[src/source/event_pkg.sv]
`default_nettype none

package event_pkg;

    //////////////////////////////////////////////////
    // link geometry
    //////////////////////////////////////////////////

    // the register map and the mask width both assume four links
    localparam int NUM_LINKS   = 4;
    localparam int LINK_IDX_W  = $clog2(NUM_LINKS);
    localparam int LINK_DATA_W = 32;

    // one bit per link, a set bit drops that link out of start detection
    typedef logic [NUM_LINKS-1:0] link_mask_t;

    // one beat as it travels on a link
    typedef struct packed {
        logic [LINK_DATA_W-1:0] data;
        logic                   last;
    } link_beat_t;

    //////////////////////////////////////////////////
    // register interface
    //////////////////////////////////////////////////

    localparam int REG_ADDR_W = 4;
    localparam int REG_DATA_W = 32;
    localparam int REG_SEL_W  = REG_DATA_W / 8;

    // single-cycle request, qualified by a separate strobe
    typedef struct packed {
        logic [REG_ADDR_W-1:0] addr;
        logic                  we;
        logic [REG_SEL_W-1:0]  sel;
        logic [REG_DATA_W-1:0] wdata;
    } reg_req_t;

    // control state held by the register block
    typedef struct packed {
        logic       event_reset;
        link_mask_t mask;
    } ctrl_reg_t;

    localparam ctrl_reg_t CTRL_RESET_VALUE = '{event_reset: 1'b0, mask: '0};

    //////////////////////////////////////////////////
    // register map
    //////////////////////////////////////////////////

    // control word layout, event_reset in byte 0 and the mask in byte 1
    localparam int CTRL_RESET_BIT = 0;
    localparam int CTRL_MASK_LSB  = 8;

    // word addresses 0..3 all return the control word
    localparam int REG_CTRL_LAST  = 3;

    // counters of links 0..3 live at 4..7
    localparam int REG_COUNT_BASE = 4;

    // address bits at and above this one are not decoded,
    // so the upper half of the map aliases the lower half
    localparam int REG_ALIAS_BIT  = 3;

endpackage

`default_nettype wire
[src/source/event_top.sv]
`timescale 1ns/10ps
`default_nettype none

module event_top #(
    parameter int COUNT_W = 32
) (
    input  logic                                             aclk,
    input  logic                                             rst_n_i,
    input  logic                                             event_open_i,

    // incoming links
    input  logic [event_pkg::NUM_LINKS-1:0]                  s_link_valid_i,
    input  event_pkg::link_beat_t [event_pkg::NUM_LINKS-1:0] s_link_beat_i,
    output logic [event_pkg::NUM_LINKS-1:0]                  s_link_ready_o,

    // links toward the downstream builder
    output logic [event_pkg::NUM_LINKS-1:0]                  m_link_valid_o,
    output event_pkg::link_beat_t [event_pkg::NUM_LINKS-1:0] m_link_beat_o,
    input  logic [event_pkg::NUM_LINKS-1:0]                  m_link_ready_i,

    // register strobe path
    input  logic                                             reg_strobe_i,
    input  event_pkg::reg_req_t                              reg_req_i,
    output logic [event_pkg::REG_DATA_W-1:0]                 reg_rdata_o,
    output logic                                             reg_rvalid_o,

    output logic                                             event_start_o
);

    import event_pkg::*;

    ctrl_reg_t                          ctrl;
    logic [NUM_LINKS-1:0][COUNT_W-1:0]  link_count;
    logic [NUM_LINKS-1:0]               beat_xfer;
    logic [NUM_LINKS-1:0]               last_xfer;

    //////////////////////////////////////////////////
    // link gating
    //////////////////////////////////////////////////

    link_gate u_gate (
        .aclk         (aclk),
        .rst_n_i      (rst_n_i),
        .event_open_i (event_open_i),
        .s_valid_i    (s_link_valid_i),
        .s_beat_i     (s_link_beat_i),
        .s_ready_o    (s_link_ready_o),
        .m_valid_o    (m_link_valid_o),
        .m_beat_o     (m_link_beat_o),
        .m_ready_i    (m_link_ready_i)
    );

    // downstream handshakes, and the ones that close a link's event
    assign beat_xfer = m_link_valid_o & m_link_ready_i;

    for (genvar i = 0; i < NUM_LINKS; i++) begin : g_last
        assign last_xfer[i] = beat_xfer[i] & m_link_beat_o[i].last;
    end

    //////////////////////////////////////////////////
    // statistics and event start
    //////////////////////////////////////////////////

    link_stat_counters #(
        .COUNT_W (COUNT_W)
    ) u_stats (
        .aclk         (aclk),
        .rst_n_i      (rst_n_i),
        .soft_clear_i (ctrl.event_reset),
        .beat_xfer_i  (beat_xfer),
        .count_o      (link_count)
    );

    event_start_detect u_start (
        .aclk          (aclk),
        .rst_n_i       (rst_n_i),
        .soft_clear_i  (ctrl.event_reset),
        .last_xfer_i   (last_xfer),
        .mask_i        (ctrl.mask),
        .event_start_o (event_start_o)
    );

    //////////////////////////////////////////////////
    // register block
    //////////////////////////////////////////////////

    event_ctrl_regs #(
        .COUNT_W (COUNT_W)
    ) u_regs (
        .aclk         (aclk),
        .rst_n_i      (rst_n_i),
        .reg_strobe_i (reg_strobe_i),
        .reg_req_i    (reg_req_i),
        .count_i      (link_count),
        .reg_rdata_o  (reg_rdata_o),
        .reg_rvalid_o (reg_rvalid_o),
        .ctrl_o       (ctrl)
    );

endmodule

`default_nettype wire

[src/source/event_ctrl_regs.sv]
`timescale 1ns/10ps
`default_nettype none

module event_ctrl_regs #(
    parameter int COUNT_W = 32
) (
    input  logic                                         aclk,
    input  logic                                         rst_n_i,
    input  logic                                         reg_strobe_i,
    input  event_pkg::reg_req_t                          reg_req_i,
    input  logic [event_pkg::NUM_LINKS-1:0][COUNT_W-1:0] count_i,
    output logic [event_pkg::REG_DATA_W-1:0]             reg_rdata_o,
    output logic                                         reg_rvalid_o,
    output event_pkg::ctrl_reg_t                         ctrl_o
);

    import event_pkg::*;

    ctrl_reg_t               ctrl_q;
    logic                    wr_en;
    logic                    rd_en;
    logic [REG_ALIAS_BIT-1:0] word_addr;
    logic [LINK_IDX_W-1:0]   link_sel;
    logic [REG_DATA_W-1:0]   ctrl_word;
    logic [REG_DATA_W-1:0]   rd_word;
    logic [REG_DATA_W-1:0]   rdata_q;
    logic                    rvalid_q;

    assign wr_en = reg_strobe_i && reg_req_i.we;
    assign rd_en = reg_strobe_i && !reg_req_i.we;

    //////////////////////////////////////////////////
    // control register
    //////////////////////////////////////////////////

    // any address takes a write, byte lanes pick the field
    always_ff @(posedge aclk) begin
        if (!rst_n_i) begin
            ctrl_q <= CTRL_RESET_VALUE;
        end else if (wr_en) begin
            if (reg_req_i.sel[CTRL_RESET_BIT/8]) begin
                ctrl_q.event_reset <= reg_req_i.wdata[CTRL_RESET_BIT];
            end
            if (reg_req_i.sel[CTRL_MASK_LSB/8]) begin
                ctrl_q.mask <= reg_req_i.wdata[CTRL_MASK_LSB +: NUM_LINKS];
            end
        end
    end

    assign ctrl_o = ctrl_q;

    //////////////////////////////////////////////////
    // readback
    //////////////////////////////////////////////////

    // top address bit dropped here, this is what makes the alias
    assign word_addr = reg_req_i.addr[REG_ALIAS_BIT-1:0];
    assign link_sel  = LINK_IDX_W'(word_addr - REG_COUNT_BASE);

    always_comb begin
        ctrl_word = '0;
        ctrl_word[CTRL_RESET_BIT] = ctrl_q.event_reset;
        ctrl_word[CTRL_MASK_LSB +: NUM_LINKS] = ctrl_q.mask;
    end

    // counters are zero-extended to the full word
    always_comb begin
        rd_word = '0;
        if (word_addr <= REG_CTRL_LAST) begin
            rd_word = ctrl_word;
        end else begin
            rd_word[COUNT_W-1:0] = count_i[link_sel];
        end
    end

    always_ff @(posedge aclk) begin
        if (rd_en) begin
            rdata_q <= rd_word;
        end
    end

    // rvalid one cycle after a read strobe, never for writes
    always_ff @(posedge aclk) begin
        if (!rst_n_i) begin
            rvalid_q <= 1'b0;
        end else begin
            rvalid_q <= rd_en;
        end
    end

    assign reg_rdata_o  = rdata_q;
    assign reg_rvalid_o = rvalid_q;

endmodule

`default_nettype wire

[src/source/event_start_detect.sv]
`timescale 1ns/10ps
`default_nettype none

module event_start_detect (
    input  logic                            aclk,
    input  logic                            rst_n_i,
    input  logic                            soft_clear_i,
    input  logic [event_pkg::NUM_LINKS-1:0] last_xfer_i,
    input  event_pkg::link_mask_t           mask_i,
    output logic                            event_start_o
);

    import event_pkg::*;

    logic [NUM_LINKS-1:0] last_q;
    logic                 start_sel;
    logic                 start_q;

    //////////////////////////////////////////////////
    // first stage, capture last-beat handshakes
    //////////////////////////////////////////////////

    always_ff @(posedge aclk) begin
        if (!rst_n_i || soft_clear_i) begin
            last_q <= '0;
        end else begin
            last_q <= last_xfer_i;
        end
    end

    // lowest unmasked link wins
    // walking down from the top lets the lowest index overwrite the rest
    always_comb begin
        start_sel = 1'b0;
        for (int i = NUM_LINKS - 1; i >= 0; i--) begin
            if (!mask_i[i]) begin
                start_sel = last_q[i];
            end
        end
    end

    //////////////////////////////////////////////////
    // second stage, the strobe itself
    //////////////////////////////////////////////////

    // all links masked leaves start_sel at zero, so no strobe
    always_ff @(posedge aclk) begin
        if (!rst_n_i || soft_clear_i) begin
            start_q <= 1'b0;
        end else begin
            start_q <= start_sel;
        end
    end

    assign event_start_o = start_q;

endmodule

`default_nettype wire

[src/source/link_stat_counters.sv]
`timescale 1ns/10ps
`default_nettype none

module link_stat_counters #(
    parameter int COUNT_W = 32
) (
    input  logic                                              aclk,
    input  logic                                              rst_n_i,
    input  logic                                              soft_clear_i,
    input  logic [event_pkg::NUM_LINKS-1:0]                   beat_xfer_i,
    output logic [event_pkg::NUM_LINKS-1:0][COUNT_W-1:0]      count_o
);

    import event_pkg::*;

    logic [NUM_LINKS-1:0][COUNT_W-1:0] count_q;

    //////////////////////////////////////////////////
    // beat counters
    //////////////////////////////////////////////////

    // soft clear holds every counter at zero for as long as it is set
    always_ff @(posedge aclk) begin
        if (!rst_n_i || soft_clear_i) begin
            count_q <= '0;
        end else begin
            for (int i = 0; i < NUM_LINKS; i++) begin
                // one count per downstream handshake, wraps at the top
                if (beat_xfer_i[i]) begin
                    count_q[i] <= count_q[i] + 1'b1;
                end
            end
        end
    end

    assign count_o = count_q;

endmodule

`default_nettype wire

[src/source/link_gate.sv]
`timescale 1ns/10ps
`default_nettype none

module link_gate (
    input  logic                                            aclk,
    input  logic                                            rst_n_i,
    input  logic                                            event_open_i,
    input  logic [event_pkg::NUM_LINKS-1:0]                 s_valid_i,
    input  event_pkg::link_beat_t [event_pkg::NUM_LINKS-1:0] s_beat_i,
    output logic [event_pkg::NUM_LINKS-1:0]                 s_ready_o,
    output logic [event_pkg::NUM_LINKS-1:0]                 m_valid_o,
    output event_pkg::link_beat_t [event_pkg::NUM_LINKS-1:0] m_beat_o,
    input  logic [event_pkg::NUM_LINKS-1:0]                 m_ready_i
);

    import event_pkg::*;

    // stage 0 catches the async input, stage 1 is the usable flag
    logic [1:0] open_sync_q;
    logic       event_open;

    //////////////////////////////////////////////////
    // event-open synchronizer
    //////////////////////////////////////////////////

    always_ff @(posedge aclk) begin
        if (!rst_n_i) begin
            open_sync_q <= 2'b00;
        end else begin
            open_sync_q <= {open_sync_q[0], event_open_i};
        end
    end

    assign event_open = open_sync_q[1];

    //////////////////////////////////////////////////
    // per-link gating
    //////////////////////////////////////////////////

    // open: straight through, downstream back-pressure reaches the link
    // closed: nothing goes out and every beat is swallowed
    assign m_valid_o = s_valid_i & {NUM_LINKS{event_open}};
    assign s_ready_o = m_ready_i | {NUM_LINKS{~event_open}};

    // data and last are only meaningful while m_valid_o is high
    assign m_beat_o  = s_beat_i;

endmodule

`default_nettype wire

[config.mk]
export PLATFORM = sky130hd
export DESIGN_NAME = event_top
export DESIGN_NICKNAME = d
export VERILOG_FILES = /design/src/source/event_pkg.sv /design/src/source/event_top.sv /design/src/source/event_ctrl_regs.sv /design/src/source/event_start_detect.sv /design/src/source/link_stat_counters.sv /design/src/source/link_gate.sv
export SDC_FILE = /design/constraint.sdc
export NUM_CORES = 1
export LEC_CHECK = 0
export BUFFER_PORTS_ARGS = -buffer_cell sky130_fd_sc_hd__buf_2
export CAP_MARGIN = 20
export CORE_ASPECT_RATIO = 1.1
export CORE_MARGIN = 3
export CORE_UTILIZATION = 54
export DETAILED_ROUTE_END_ITERATION = 10
export PLACE_DENSITY_LB_ADDON = 0.1
export REMOVE_ABC_BUFFERS = 1
export SLEW_MARGIN = 10
export SYNTH_ARGS = -nofsm -noshare
export SYNTH_HDL_FRONTEND = slang
export SYNTH_HIERARCHICAL = 1
export SYNTH_SLANG_ARGS = --single-unit
[constraint.sdc]
create_clock -name aclk -period 3.7 [get_ports aclk]
set_input_delay 0.185 -clock aclk [delete_from_list [all_inputs] [get_ports aclk]]
set_output_delay 0.185 -clock aclk [all_outputs]
set_load 0.03 [all_outputs]
==> results_dict.tcl <==
set metrics [dict create \
    start_util_pct 56.2 \
    maxSlewViolCount 0 \
    setup_viol 0 \
    muxShareOfSynthArea_pct 9.13 \
    die_h_um 147 \
    drive_above_1_share_pct 15.7 \
    yosysSeqAreaShare_pct 38.9 \
    yosys_register_bits 173 \
    hold-path-cell-count 3 \
    max_freq_mhz 364 \
    vias 7897 \
    ys.flop_type "dfxtp_1" \
    avgSynthCellArea_um2 9.47 \
    clkTransAtPathRegs_ns 0.07 \
    reg2reg_to "u_stats/count_o[63]" \
    synth_top_area_share_pct 29.0 \
    clock-root-buffer "clkbuf_16" \
    cp-end-kind "register" \
    synth_warnings 6 \
    ys_top_cells_by_area "dfxtp_1 (29%), buf_4 (10%), edfxtp_1 (9.9%)" \
    dpl.hpwl_mm 39.6 \
    status "finished, final reports clean" \
    final.setup.worst_slack_ns 0.952 \
    synth_xor_area_share_pct 4.41 \
    max_slew_margin_pct 27.1 \
    cts_resized 0 \
    overflow 0 \
    grt_pass1_vias 6882 \
    rsz0062_at_grt "false" \
    rows 50 \
    rr_worst_depth 7 \
    final_cells 1194 \
    startpoint_type "register" \
    antenna_found_initial 0 \
    dp.cells 1156 \
    cp_data_required_time_ns 4.07 \
    synthAdderAreaFrac_pct 0.514 \
    drc_errors 0 \
    drt-initial-drc-count 789 \
    tightest_slew_ns 1.09 \
    die_area_um2 19700 \
    critPathMaxFanout 14 \
    synth_compound_area_share_pct 9.54 \
    hp-start "reg_req_i[8]" \
    holdCritPathClass "input pin to register" \
    critPathKind "register to register" \
    maxCapViolCount 0 \
    synth_cell_types 49 \
    io_buffers 72 \
    grt_max_degree 68 \
    cts_tree "done" \
    power_density_nw_per_um2 409 \
    ios 359 \
    die_x_um 134 \
    synth_edf_count 32 \
    p_leak_nw 3.29 \
    h-tree-depth 4 \
    pre_cts_ws_ns 1.04 \
    yosys-top-cells-count "dfxtp_1 (141), buf_4 (133), a21oi_1 (64), nor2_1 (59), nand2_1 (55)" \
    detail_route.wl_per_cell_um 39.4 \
    vias_per_cell 6.61 \
    reg2reg_slack_ns 0.95 \
    clock-skew-final_ns 0.0124 \
    synth-async-reset-ratio_pct 0 \
    cts_sinks 173 \
    synth-simple-area-share_pct 23.8 \
    antenna_left 0 \
    synth_top_family_by_area "simple AND/OR/NAND/NOR gates" \
    yosysMostFrequentCell "dfxtp_1" \
    cts_buffers 17 \
    dr.pass1.iters 5 \
    ir_drop_mv 0.356 \
    wl_mm 47.1 \
    hold_end "u_regs/ctrl_o[0]" \
    grt.total_usage_pct 46.5 \
    fin_crit_sh_pct 74.3 \
    netlist_area_um2 9730 \
    fin_crit_ns 2.75 \
    place_congestion 1.22 \
    syn_to_final_growth_pct 1.08 \
    crit_arrival_ns 3.12 \
    hold_violations 0 \
    yosysTopAreaCell "dfxtp_1" \
    core_area_um2 17300 \
    clock_latency_ns 0.44 \
    nets 1135 \
    syn_inst 1027 \
    grt_pass1_wl_mm 61.0 \
    r2r-start "u_gate/open_sync_q[1]" \
    max-clock-path-buffers 2 \
    tns_ns 0 \
]
layout by cell type (no fill, tap or decap), types with 38 or more instances in the layout:
cell	count
buf_2	72
nand4_1	38
a21oi_1	64
and2_1	48
or4_1	46
dfxtp_1	141
nor2_1	59
o31ai_1	43
nand3_1	44
nand2_1	55
state kept, by name (all words and copies together), names as in the netlist:
name,count
u_regs/reg_rvalid_o,1
u_regs/reg_rdata_o,32
u_start/event_start_o,1
u_regs/ctrl_o,5
u_start/last_q,4
u_gate/open_sync_q,2
u_stats/count_o,128
per-layer routing:
metal  wire (um)  up-vias  GRT usage (%)
met5         299        -           14.6
met4        6310        8           48.6
met3        8610      155           37.2
met2       19400      545           65.5
met1       12400     3700           37.7
li1            -     3489              -
critical path: stages, from the launching register on:
cell	delay, ns
dfxtp_1	0.44
and2_1	0.22
and2_1	0.27
nand4_1	0.11
buf_4	0.19
or4_1	0.65
nor4_1	0.54
mux2i_1	0.25
through the flow:
stage / utilization, % / hold WS, ns / power [mW] / cell area, um2
after floorplan: - / 0.307 / 2.09 / 8450
after global placement: 52.9 / 0.372 / 2.18 / 9170
after CTS: 56.7 / 0.00255 / 4.03 / 9820
after detailed placement: 52.9 / 0.372 / 2.18 / 9170
final: 56.8 / 0.0182 / 4.02 / 9840
after global routing: 56.7 / 0.0342 / 4.12 / 9830
cell families (layout without fill, tap and decap cells):
| logic type | after synthesis | after routing |
|---|---|---|
| AND/OR/NAND/NOR | 402 | 402 |
| other | 0 | 1 |
| multiplexers | 52 | 52 |
| flip-flops | 173 | 173 |
| XOR/XNOR | 49 | 49 |
| AO/OA/AOI/OAI | 149 | 149 |
| adder cells (fa/ha/maj) | 4 | 4 |
| buffers and inverters | 198 | 130 |
worst max path at each step:
stage / startpoint / endpoint / slack [ns] / cells after the start
finish: u_gate/open_sync_q[1] / u_stats/count_o[63] / 0.95 / 7
global route: u_gate/open_sync_q[1] / u_stats/count_o[63] / 0.83 / 7
CTS: u_gate/open_sync_q[1] / u_stats/count_o[63] / 1.03 / 7
detailed placement: u_gate/open_sync_q[1] / u_stats/count_o[63] / 1.04 / 7
global placement: u_gate/open_sync_q[1] / u_stats/count_o[63] / 1.09 / 7
floorplan: u_regs/ctrl_o[4] / u_stats/count_o[94] / 0.68 / 3
power by group:
group / internal, mW / switching, mW / total, mW
registers: 1.94 / 0.00840 / 1.94
clock network: 1.04 / 0.827 / 1.87
logic: 0.0616 / 0.143 / 0.205
total: 3.04 / 0.978 / 4.02
repair_timing:
action | in CTS | in global routing
buffers inserted | 0 | 0
hold buffers | 4 | 0
setup endpoints to repair | 0 | 0
hold endpoints to repair | 4 | 0
final cells by class:
type                       instances  area [um2]
clock inverter                    11         119
fill                            1600        7490
tap                              234         293
clock buffer                      21         492
antenna                            1        2.50
timing repair buffer              83         460
multi-input combinational        656        4630
sequential                       173        3780
inverter                          15        56.3
No activity file was read; power rests on OpenSTA's default activity.
